<file path="config.mk">
export PLATFORM = sky130hd
export DESIGN_NAME = fpga_mem_controller
export DESIGN_NICKNAME = d
export VERILOG_FILES = /design/src/hdl/fpga_mem_pkg.sv /design/src/hdl/fpga_mem_controller.sv
export SDC_FILE = /design/constraint.sdc
export NUM_CORES = 1
export LEC_CHECK = 0
export ABC_AREA = 0
export BUFFER_PORTS_ARGS = -buffer_cell sky130_fd_sc_hd__buf_2
export CORE_UTILIZATION = 45
export CTS_BUF_LIST = sky130_fd_sc_hd__clkbuf_16
export DETAILED_ROUTE_END_ITERATION = 10
export PLACE_DENSITY_LB_ADDON = 0.12
export SLEW_MARGIN = 5
export SYNTH_ARGS = -nofsm -noshare
export SYNTH_HDL_FRONTEND = slang
export SYNTH_SLANG_ARGS = --single-unit
</file>
<file path="constraint.sdc">
create_clock -name clk -period 14.7 [get_ports clk]
set_input_delay 2.205 -clock clk [delete_from_list [all_inputs] [get_ports clk]]
set_output_delay 2.205 -clock clk [all_outputs]
set_load 0.05 [all_outputs]
</file>
<file path="src/hdl/fpga_mem_pkg.sv">
package fpga_mem_pkg;

    localparam int ADDR_W    = 32;
    localparam int WORD_W    = 32;
    localparam int LINE_W    = 64;
    localparam int RAM_WORDS = 256;

    // Two link beats of one cache line, hi in the upper bits
    typedef struct packed {
        logic [WORD_W-1:0] hi;
        logic [WORD_W-1:0] lo;
    } line_beats_t;

    // A line as one value or as two link beats
    typedef union packed {
        logic [LINE_W-1:0] raw;
        line_beats_t       beats;
    } line_u;

    // Controller to memory, address and data share bus
    typedef struct packed {
        logic [WORD_W-1:0] bus;
        logic              addr_on;
        logic              data_on;
        logic              rd_en;
        logic              wr_en;
    } link_c2m_t;

    // Memory to controller
    typedef struct packed {
        logic [WORD_W-1:0] bus;
        logic              resp;
    } link_m2c_t;

endpackage

</file>
<file path="src/hdl/fpga_mem_controller.sv">
`timescale 1ns/1ps

module fpga_mem_controller (
    input  logic                             clk,
    input  logic                             rst,

    // Cache side
    input  logic [fpga_mem_pkg::ADDR_W-1:0]  bmem_addr,
    input  logic                             bmem_read,
    input  logic                             bmem_write,
    input  logic [fpga_mem_pkg::LINE_W-1:0]  bmem_wdata,
    output logic                             bmem_ready,
    output logic [fpga_mem_pkg::ADDR_W-1:0]  bmem_raddr,
    output logic [fpga_mem_pkg::LINE_W-1:0]  bmem_rdata,
    output logic                             bmem_rvalid,

    // Memory link
    output fpga_mem_pkg::link_c2m_t          link_out,
    input  fpga_mem_pkg::link_m2c_t          link_in
);

    typedef enum logic [3:0] {
        IDLE,
        READ_ADDR,
        READ_DATA_1,
        READ_DATA_2,
        READ_DONE,
        WRITE_ADDR,
        WRITE_DATA_1,
        WRITE_DATA_2,
        WRITE_DONE
    } state_t;

    state_t state;
    state_t state_next;

    logic                            accept;
    logic [fpga_mem_pkg::ADDR_W-1:0] req_addr;
    fpga_mem_pkg::line_u             wline;
    fpga_mem_pkg::line_u             rline;

    assign bmem_ready  = (state == IDLE);
    assign accept      = bmem_ready && (bmem_read || bmem_write);
    assign bmem_raddr  = req_addr;
    assign bmem_rdata  = rline.raw;
    // Whole line is in rline once the second beat has landed
    assign bmem_rvalid = (state == READ_DONE);

    always_ff @(posedge clk) begin
        if (rst) begin
            state <= IDLE;
        end else begin
            state <= state_next;
        end
    end

    // Request latch and read assembly
    always_ff @(posedge clk) begin
        if (accept) begin
            req_addr  <= bmem_addr;
            wline.raw <= bmem_wdata;
        end
        if (state == READ_DATA_1 && link_in.resp) begin
            rline.beats.lo <= link_in.bus;
        end
        if (state == READ_DATA_2 && link_in.resp) begin
            rline.beats.hi <= link_in.bus;
        end
    end

    always_comb begin
        state_next = state;
        case (state)
            IDLE: begin
                // Read wins over write
                if (bmem_read) begin
                    state_next = READ_ADDR;
                end else if (bmem_write) begin
                    state_next = WRITE_ADDR;
                end
            end
            READ_ADDR: begin
                if (link_in.resp) begin
                    state_next = READ_DATA_1;
                end
            end
            READ_DATA_1: begin
                if (link_in.resp) begin
                    state_next = READ_DATA_2;
                end
            end
            READ_DATA_2: begin
                if (link_in.resp) begin
                    state_next = READ_DONE;
                end
            end
            READ_DONE: begin
                state_next = IDLE;
            end
            WRITE_ADDR: begin
                if (link_in.resp) begin
                    state_next = WRITE_DATA_1;
                end
            end
            WRITE_DATA_1: begin
                if (link_in.resp) begin
                    state_next = WRITE_DATA_2;
                end
            end
            WRITE_DATA_2: begin
                if (link_in.resp) begin
                    state_next = WRITE_DONE;
                end
            end
            WRITE_DONE: begin
                // Ack of the done phase closes the write
                if (link_in.resp) begin
                    state_next = IDLE;
                end
            end
            default: begin
                state_next = IDLE;
            end
        endcase
    end

    // Link phase levels follow the state directly
    always_comb begin
        link_out = '0;
        case (state)
            READ_ADDR: begin
                link_out.bus     = req_addr;
                link_out.addr_on = 1'b1;
                link_out.rd_en   = 1'b1;
            end
            READ_DATA_1, READ_DATA_2: begin
                link_out.data_on = 1'b1;
                link_out.rd_en   = 1'b1;
            end
            WRITE_ADDR: begin
                link_out.bus     = req_addr;
                link_out.addr_on = 1'b1;
                link_out.wr_en   = 1'b1;
            end
            WRITE_DATA_1: begin
                link_out.bus     = wline.beats.lo;
                link_out.data_on = 1'b1;
                link_out.wr_en   = 1'b1;
            end
            WRITE_DATA_2: begin
                link_out.bus     = wline.beats.hi;
                link_out.data_on = 1'b1;
                link_out.wr_en   = 1'b1;
            end
            WRITE_DONE: begin
                link_out.wr_en   = 1'b1;
            end
            default: begin
                link_out = '0;
            end
        endcase
    end

    // Link never carries both directions at once
    a_no_rd_wr_overlap: assert property (
        @(posedge clk) disable iff (rst)
        !(link_out.rd_en && link_out.wr_en)
    );

    a_rvalid_single_pulse: assert property (
        @(posedge clk) disable iff (rst)
        bmem_rvalid |=> !bmem_rvalid
    );

endmodule

</file>
==> reports/results.env, run 1 <==
YOSYS.AREA.TOP_TYPE_SHARE=0.851
CLOCK.FMAX_MHz=194
POSTSYNTHCELLCOUNT=280
ROWS=40
RUN_STATUS='finished, final reports clean'
SETUP-VIOLATIONS-FINAL=0
FIN_SKEW_NS=0.00466
WORST_SETUP_PATH_START_KIND='register'
DRT-MET1-WL_UM=4720
FIRSTDRTPASSITERS=6
YOSYS.AREA_SHARE.XOR_XNOR=0.00310
TRITONCTS_CLOCK_TREE='done'
FINAL.SETUP.WORST_SLACK_NS=9.55
DIE_HEIGHT_UM=114
MUX_CELL_AREA_SHARE_AFTER_SYNTHESIS=0
FINALNETCOUNT=690
GRT_ANTENNA_BEFORE_REPAIR=0
SYNTH.LIB_CELLS_USED.DISTINCT=27
CRITICAL_PATH_REQUIRED_TIME_NS=12.49
FIN_CRIT_NS=5.15
INITIAL_UTILIZATION=0.466
POWERDENSITY_nW_PER_UM2=220
CELL_AREA_AFTER_TECHNOLOGY_MAPPING_UM2=5640
GRT_MAX_DEGREE=64
ROUTED-WL-MET2_UM=6210
GRT_SETUP_UNREPAIRED='false'
GRT_RESOURCE_USAGE_TOTAL=0.193
FINAL_MAX_SLEW_VIOLS=0
GRT_PASS1_VIAS=3449
AVGVIACOUNTPERCELL=5.00
WORST_MIN_DELAY_PATH_CLASS='register to register'
HOLD_BUFFERS_POST_CTS=0
SYNTH_TOP_FLOP_CELL='edfxtp_1'
POSTCTSSETUPREPAIRBUFS=0
CLOCK_PATH_BUFFERS=2
CTS-ROOT-BUF='clkbuf_16'
PERIOD_UTILISATION_LAYOUT=0.350
DRIVE_GT1_FRAC=0.535
POST-ROUTE-DRC-COUNT=0
TRITONCTS.NUM_BUFFERS=17
GLOBALROUTE.TOTALOVERFLOW=0
WIRELENGTH_UM=12700
YOSYS-TOP-CELLS-COUNT='edfxtp_1, a222oi_1, inv_1'
SYN_AREA_PER_CELL_UM2=20.2
TIMING_HOLD_VIOLATIONS_FINAL=0
SYNTHMOSTINSTANTIATEDCELL='edfxtp_1'
CRITICAL_PATH_PEAK_FANOUT=18
PRE_CTS_WS_NS=9.96
CLK_PIN_SLEW_WORST_PATHS_NS=0.06
DIE_SPAN_X_UM=114
TIMING.CRITICAL_PATH.TO_TYPE='output pin'
DR_WL_MET3_UM=1430
MAXCAPVIOLATIONS=0
POSTSYNTH.ASYNCRESETSHARE=0
ANT_NETS=0
SYNTH_TOP_AREA_CELL='edfxtp_1'
LEAKAGEPOWER_nW=3.36
CRITICAL_PATH_CLASS='register to output pin'
DETAILEDROUTE.FIRSTITERATIONVIOLATIONS=273
POST-ROUTE-UTIL=0.641
VDD.IR_DROP.WORST_V=0.000119
WORST-SLEW-PIN-TRANSITION_NS=1.04
IOS=267
DPL.HPWL_UM=8900
ANTENNADIODECOUNT=0
CTS_SINKS=164
GRT_PASS1_WL_UM=18000
SYNTH.NET_COUNT=413
FLIP_FLOP_AND_LATCH_COUNT_AFTER_SYNTHESIS=164
SLEW_HEADROOM=0.300
YOSYS.AREA_SHARE.SIMPLE=0.0270
ROUTE.VIAS.TOTAL=3687
CTS_HTREE_LEVELS=4
SEQ_AREA_FRAC_SYNTH=0.865
SYNTH-COMPOUND-AREA-SHARE=0.0718
SYNTH-ADDER-AREA-SHARE=0
AREAGROWTHSYNTHTOFINISH_PCT=37.5
CLOCK_LATENCY_NS=0.41
CORE_AREA_UM2=12100
YOSYS_WARNINGS=0
FINALWEIGHTEDCONGESTION=0.779
CRIT_ARRIVAL_NS=2.94
PORT_BUFFERS=266
SYNTH_TOP_FAMILY_BY_AREA='compound AO/OA/AOI/OAI gates'
DIE-AREA_UM2=13000
SETUP_TOTAL_NEGATIVE_SLACK_NS=0
POST_DRT_WL_PER_CELL_UM=17.1
SYNTH_AREA_LEADERS='edfxtp_1, a222oi_1, inv_1'
DR.MAX_LAYER_USED='met4'
CTS_RESIZED=0
SYNTH-EDFF-COUNT=160
[critical path, stage by stage (launching register included)]
cell      delay [ns]
dfxtp_1         0.61
nand2_1         0.20
nor3_2          0.83
buf_4           0.39
a222oi_1        0.13
inv_1           0.10
buf_2           0.26
[power breakdown]
part | switching (mW) | total, mW | internal (mW)
logic | 0.440 | 0.553 | 0.113
registers | 0.0556 | 0.730 | 0.674
clock network | 0.164 | 0.426 | 0.262
[flip-flops by register name (all words and copies together), names as in the netlist]
signal and count:
bmem_raddr 32, wline 64, bmem_rdata 64, state 4
[stage by stage]
stage / cells / power [mW] / hold WS [ns] / instance area, um^2
after floorplan: 280 / 1.16 / 0.598 / 5640
after detailed placement: 706 / 1.29 / 0.709 / 7190
after CTS: 738 / 1.72 / 0.723 / 7760
after global routing: 738 / 1.77 / 0.795 / 7760
final: 738 / 1.71 / 0.728 / 7760
after global placement: 706 / 1.29 / 0.696 / 7190
[layout make-up]
| type | count | area, um^2 |
|---|---|---|
| Inverter | 32 | 120 |
| Tap cell | 168 | 210 |
| Timing Repair Buffer | 271 | 1370 |
| Multi-Input combinational cell | 71 | 606 |
| Clock buffer | 17 | 425 |
| Fill cell | 913 | 4350 |
| Clock inverter | 15 | 148 |
| Sequential cell | 164 | 4880 |
[layer usage]
| layer | up-vias | GRT usage |
|---|---|---|
| met5 | - | 0 |
| met4 | 0 | 0.0883 |
| met3 | 26 | 0.0824 |
| met2 | 238 | 0.320 |
| met1 | 1728 | 0.217 |
| li1 | 1695 | - |
[placed cells by master (no fill, tap or decap), types with 3 or more instances in the layout]
cell	count
buf_2	266
edfxtp_1	160
inv_1	34
a222oi_1	32
clkbuf_16	17
buf_4	5
o21ai_0	4
clkinv_2	4
clkinv_1	4
dfxtp_1	4
nor2_1	3
nor3_1	3
or4b_1	3
bufinv_16	3
[path summary, 6_finish.rpt]
check,slack (ns),depth (start not counted),end,from
worst max-delay path,9.55,6,link_out[10],state[1]$_SDFFE_PP0P_
worst min-delay path,0.73,2,state[2]$_SDFFE_PP0P_,state[2]$_SDFFE_PP0P_
worst max register to register,11.76,3,bmem_raddr[25]$_DFFE_PP_,state[3]$_SDFFE_PP0P_
worst min register to register,0.73,2,state[2]$_SDFFE_PP0P_,state[2]$_SDFFE_PP0P_
[cells by family after synthesis]
logic type / count (synthesis)
DFF: 164
buffers and inverters: 45
and+or+nand+nor: 25
AOI/OAI and AO/OA: 44
xor gates and xnor gates: 2
Power figures use the tool's default switching activity.
==> run 2: changes to the inputs <==
- CORE_UTILIZATION: 45 -> 42
- clock period: 14.7 -> 4.1 ns (I/O delays scaled with it)
==> run 2 against run 1 <==
Compared with the run above: final cell count increased by 0.95%; clock power increased to 3.7 times the previous value; design area increased by 0.64%; worst setup slack got worse by 8.8 ns; count of clock-buffer cells in the layout unchanged; worst hold slack got worse by 0.35 ns; first-iteration DRC count increased by 20%; highest routed layer unchanged; core utilization decreased by 3.4 points; critical path type unchanged; non-clock buffer count increased by 3; critical path depth unchanged; critical endpoint is now link_out[18]; routed wire length increased by 1.4%; combinational power increased to 3.6 times the previous value.
==> reports/results.env, run 2 (synthesized netlist as in run 1, its figures left out) <==
TIMING_HOLD_VIOLATIONS_FINAL=0
GRT_PASS1_VIAS=3769
FIN_CRIT_NS=3.35
INITIAL_UTILIZATION=0.438
AVGVIACOUNTPERCELL=4.95
FILLER_CELL_COUNT_IN_THE_FINAL_LAYOUT=1016
FINALWEIGHTEDCONGESTION=0.773
CLOCK_LATENCY_NS=0.41
TRITONCTS_CLOCK_TREE='done'
FIRSTDRTPASSITERS=8
DPL.HPWL_UM=9210
POWERDENSITY_nW_PER_UM2=791
HOLD_BUFFERS_POST_CTS=0
DIE_HEIGHT_UM=118
WORST_SETUP_PATH_START_KIND='register'
DETAILEDROUTE.FIRSTITERATIONVIOLATIONS=328
WHS_NS=0.376
CLOCK.FMAX_MHz=298
WORST_MIN_DELAY_PATH_CLASS='input port to register'
LEAKAGEPOWER_nW=3.39
POST_DRT_WL_PER_CELL_UM=17.2
DR_WL_MET3_UM=1270
PATH_DELAY_FAMILY='simple AND/OR/NAND/NOR gates'
CRITICAL_PATH_PEAK_FANOUT=19
TIMING.CRITICAL_PATH.TO_TYPE='output pin'
ROUTE.VIAS.TOTAL=3689
POST-ROUTE-DRC-COUNT=0
GLOBALROUTE.TOTALOVERFLOW=0
GRT_RESOURCE_USAGE_TOTAL=0.187
WORST_R2R_SETUP_SLACK_NS=1.99
PRE_CTS_WS_NS=1.12
CRIT_ARRIVAL_NS=2.74
MULTI_INPUT_AREA_UM2=601
GRT_ANTENNA_BEFORE_REPAIR=1
SLEW_HEADROOM=0.418
AREAGROWTHSYNTHTOFINISH_PCT=38.4
FIN_SKEW_NS=0.00295
DIE_SPAN_X_UM=118
POSTLAYOUTCELLAREA_UM2=7810
DRIVE_GT1_FRAC=0.538
WIRELENGTH_UM=12800
DIE-AREA_UM2=13900
CTS_HTREE_LEVELS=4
RUN_STATUS='finished, final reports clean'
CRIT_PATH_TOP_DELAY_CELL='nor2_2'
GRT_SETUP_UNREPAIRED='false'
ANT_NETS=0
FINALNETCOUNT=693
MOST_FREQUENT_CELLS_IN_THE_LAYOUT='buf_2, edfxtp_1, inv_1'
VDD.IR_DROP.WORST_V=0.000419
CRITICAL_PATH_CLASS='register to output pin'
TRITONCTS.NUM_BUFFERS=17
GRT_PASS1_WL_UM=19200
CRITICAL_PATH_REQUIRED_TIME_NS=3.48
CTS_RESIZED=0
CTS-ROOT-BUF='clkbuf_16'
FINAL_MAX_SLEW_VIOLS=0
DRT-MET1-WL_UM=5090
MAXCAPVIOLATIONS=0
FINAL.SETUP.WORST_SLACK_NS=0.749
POSTCTSSETUPREPAIRBUFS=0
POWER.TOTAL_mW=6.18
CLK_PIN_SLEW_WORST_PATHS_NS=0.06
SETUP-VIOLATIONS-FINAL=0
SEQ_AREA_UM2=4880
PLACED_CELL_AREA_UM2=7210
IOS=267
ROWS=41
PERIOD_UTILISATION_LAYOUT=0.817
DR.MAX_LAYER_USED='met4'
ROUTED-WL-MET2_UM=6130
MOSTFREQUENTLAYOUTCELL='buf_2'
CLOCK_PATH_BUFFERS=2
SETUP_TOTAL_NEGATIVE_SLACK_NS=0
WORST-SLEW-PIN-TRANSITION_NS=0.872
CTS_SINKS=164
PORT_BUFFERS=266
CRITICAL-PATH-MAX-STAGE-DELAY_NS=0.70
CRITICAL_PATH.N_BUFFERS_INVERTERS=3
GRT_MAX_DEGREE=61
CORE_AREA_UM2=12900
WORST_PATH_CELL_TRACE='nand2b_1 > nor2_2 > buf_4 > a222oi_1 > inv_1 > buf_2'
## run 2: path summary, 6_finish.rpt
kind | startpoint | to | cells past startpoint
worst max-delay path | state[0]$_SDFFE_PP0P_ | link_out[18] | 6
worst min-delay path | bmem_wdata[23] | wline[23]$_DFFE_PP_ | 1
worst max register to register | state[3]$_SDFFE_PP0P_ | wline[11]$_DFFE_PP_ | 3
worst min register to register | state[3]$_SDFFE_PP0P_ | state[3]$_SDFFE_PP0P_ | 2
## run 2: routing by layer
metal	up-vias	GRT usage
li1	1700	-
met1	1744	0.220
met2	222	0.300
met3	23	0.0712
met4	0	0.0946
met5	-	0
## run 2: final cells by class
| type | instances | area share |
|---|---|---|
| well taps | 172 | 0.0275 |
| clock inverters | 14 | 0.0221 |
| inverters | 32 | 0.0154 |
| diodes | 1 | 0.000320 |
| clock buffers | 17 | 0.0545 |
| repair buffers | 274 | 0.178 |
| multi-input cells | 71 | 0.0769 |
| flip-flops and latches | 164 | 0.625 |
## run 2: report_power, final
part / switching, mW / internal [mW] / total [mW]
Clock: 0.582 / 1.00 / 1.58
Sequential: 0.200 / 2.42 / 2.61
Combinational: 1.57 / 0.412 / 1.98
## run 2: stage by stage
stage / std cells / utilization
after floorplan: 280 / -
after global placement: 713 / 0.560
after detailed placement: 713 / 0.560
after CTS: 744 / 0.607
after global routing: 745 / 0.607
final: 745 / 0.607
==> run 3: changes to the inputs <==
- CORE_UTILIZATION: 42 -> 45
- clock period: 4.1 -> 3.1 ns (I/O delays scaled with it)
==> run 3 against run 2 <==
Compared with the run above: global-route usage rose by 0.15 points; first-iteration DRC count increased by 8.5%; die area shrank 6.6%; sequential cell count is the same; power increased by 30%; sequential power is 32% higher; combinational power increased by 33%; worst hold slack worse by 0.15 ns; largest power group unchanged; non-clock buffer count grew 1; clock skew grew 0.0019 ns; sequential share of layout area about the same; clock power up 24%.
==> reports/results.env, run 3 (synthesized netlist as in run 1, its figures left out) <==
RUN_STATUS='finished, final reports clean'
TIMING_HOLD_VIOLATIONS_FINAL=0
WORST-SLEW-PIN-TRANSITION_NS=0.594
DIE_SPAN_X_UM=114
FIN_SKEW_NS=0.00488
FILLER_CELL_COUNT_IN_THE_FINAL_LAYOUT=916
WHS_NS=0.224
VDD.IR_DROP.WORST_V=0.000656
PERIOD_UTILISATION_LAYOUT=0.922
POWERDENSITY_nW_PER_UM2=1030
GRT_RESOURCE_USAGE_TOTAL=0.189
INITIAL_UTILIZATION=0.466
DRIVE_GT1_FRAC=0.547
CRIT_ARRIVAL_NS=2.39
DPL.HPWL_UM=8780
TRITONCTS.NUM_BUFFERS=17
LEAKAGEPOWER_nW=3.38
CRITICAL_PATH.N_BUFFERS_INVERTERS=3
CLOCK_LATENCY_NS=0.41
GRT_SETUP_UNREPAIRED='false'
CLOCK.FMAX_MHz=350
AVGVIACOUNTPERCELL=4.93
ROWS=40
DRT-MET1-WL_UM=4420
FIN_CRIT_NS=2.86
LAYOUTNONFILLERINSTCOUNT=745
FINALNETCOUNT=694
PORT_BUFFERS=266
CRITICAL_PATH_PEAK_FANOUT=14
SETUP_TOTAL_NEGATIVE_SLACK_NS=0
GLOBALROUTE.TOTALOVERFLOW=0
CRITICAL-PATH-MAX-STAGE-DELAY_NS=0.66
POST-ROUTE-DRC-COUNT=0
ANT_NETS=0
DIE-AREA_UM2=13000
CTS_HTREE_LEVELS=4
WIRELENGTH_UM=12200
PATH_DELAY_FAMILY='flip-flops'
CLOCK_PATH_BUFFERS=2
GRT_PASS1_VIAS=3534
ROUTE.VIAS.TOTAL=3676
PLACED_CELLS=710
CRITICAL_PATH_CLASS='register to output pin'
POSTCTSSETUPREPAIRBUFS=0
POSTLAYOUTCELLAREA_UM2=7820
CLK_PIN_SLEW_WORST_PATHS_NS=0.06
DIE_HEIGHT_UM=114
AREAGROWTHSYNTHTOFINISH_PCT=38.5
DR_WL_MET3_UM=1560
MOSTFREQUENTLAYOUTCELL='buf_2'
CRIT_PATH_TOP_DELAY_CELL='dfxtp_1'
CRITICAL_PATH_REQUIRED_TIME_NS=2.63
TRITONCTS_CLOCK_TREE='done'
DETAILEDROUTE.FIRSTITERATIONVIOLATIONS=356
FIRSTDRTPASSITERS=7
DR.MAX_LAYER_USED='met4'
SETUP-VIOLATIONS-FINAL=0
CORE_AREA_UM2=12100
POST_DRT_WL_PER_CELL_UM=16.3
FINALWEIGHTEDCONGESTION=0.771
IOS=267
FINAL_MAX_SLEW_VIOLS=0
GRT_MAX_DEGREE=97
CTS-ROOT-BUF='clkbuf_16'
PLACED_CELL_AREA_UM2=7240
GRT_PASS1_WL_UM=17800
CTS_SINKS=164
TIMING.CRITICAL_PATH.TO_TYPE='output pin'
ROUTED-WL-MET2_UM=5990
WORST_MIN_DELAY_PATH_CLASS='input port to register'
WORST_PATH_CELL_TRACE='nand2_1 > nor2_2 > buf_4 > a222oi_1 > inv_1 > buf_2'
WORST_SETUP_PATH_START_KIND='register'
SLEW_HEADROOM=0.604
MAXCAPVIOLATIONS=0
MOST_FREQUENT_CELLS_IN_THE_LAYOUT='buf_2, edfxtp_1, inv_1'
GRT_ANTENNA_BEFORE_REPAIR=3
run 3: changes by cell type in the layout (fill, tap and decap cells not counted), sizes merged:
cell,previous run,this run
inv,36,35
bufinv,4,2
diode,1,3
clkinv,4,8
buf,274,275
run 3: timing repair:
action / in CTS / in global routing
hold buffers: 0 / 0
setup endpoints to repair: 0 / 4
gates resized for setup: 0 / 1
run 3: where the power goes:
group	internal (mW)	switching (mW)
sequential	3.19	0.260
clock	1.17	0.787
combinational	0.571	2.07
run 3: path summary, 6_finish.rpt:
| kind | from | to | slack, ns | cells after the start |
|---|---|---|---|---|
| worst min-delay path | bmem_wdata[52] | wline[52]$_DFFE_PP_ | 0.22 | 1 |
| worst max-delay path | state[1]$_SDFFE_PP0P_ | link_out[23] | 0.24 | 6 |
| worst max register to register | state[1]$_SDFFE_PP0P_ | wline[36]$_DFFE_PP_ | 1.23 | 3 |
| worst min register to register | state[0]$_SDFFE_PP0P_ | state[0]$_SDFFE_PP0P_ | 0.69 | 2 |
run 3: metrics by stage:
| stage | power, mW | worst slack [ns] | util |
|---|---|---|---|
| 6_report | 8.05 | 0.241 | 0.645 |
| 5_1_grt | 8.39 | 0.00674 | 0.645 |
| 4_1_cts | 8.13 | 0.116 | 0.645 |
| 3_5_place_dp | 6.16 | 0.554 | 0.598 |
| 3_3_place_gp | 6.14 | 0.593 | 0.598 |
| 2_1_floorplan | 5.44 | 0.00933 | - |
run 3: final cells by class:
| type | count | area [um^2] | area share |
|---|---|---|---|
| clock buffer | 17 | 425 | 0.0544 |
| antenna | 3 | 7.51 | 0.000961 |
| clock inverter | 15 | 139 | 0.0178 |
| inverter | 32 | 120 | 0.0154 |
| tap | 168 | 210 | 0.0269 |
| sequential | 164 | 4890 | 0.625 |
| multi-input combinational | 71 | 616 | 0.0788 |
| timing repair buffer | 275 | 1410 | 0.181 |
run 3: routing by layer:
| layer | vias up | GRT usage |
|---|---|---|
| li1 | 1711 | - |
| met1 | 1731 | 0.208 |
| met2 | 220 | 0.308 |
| met3 | 14 | 0.103 |
| met4 | 0 | 0.0675 |
| met5 | - | 0 |
run 3: worst reg2reg max path, cell delays in order, from the launching register on:
cell     delay [ns]
dfxtp_1        0.48
nor4_4         0.34
nor2b_4        0.22
buf_12         0.37
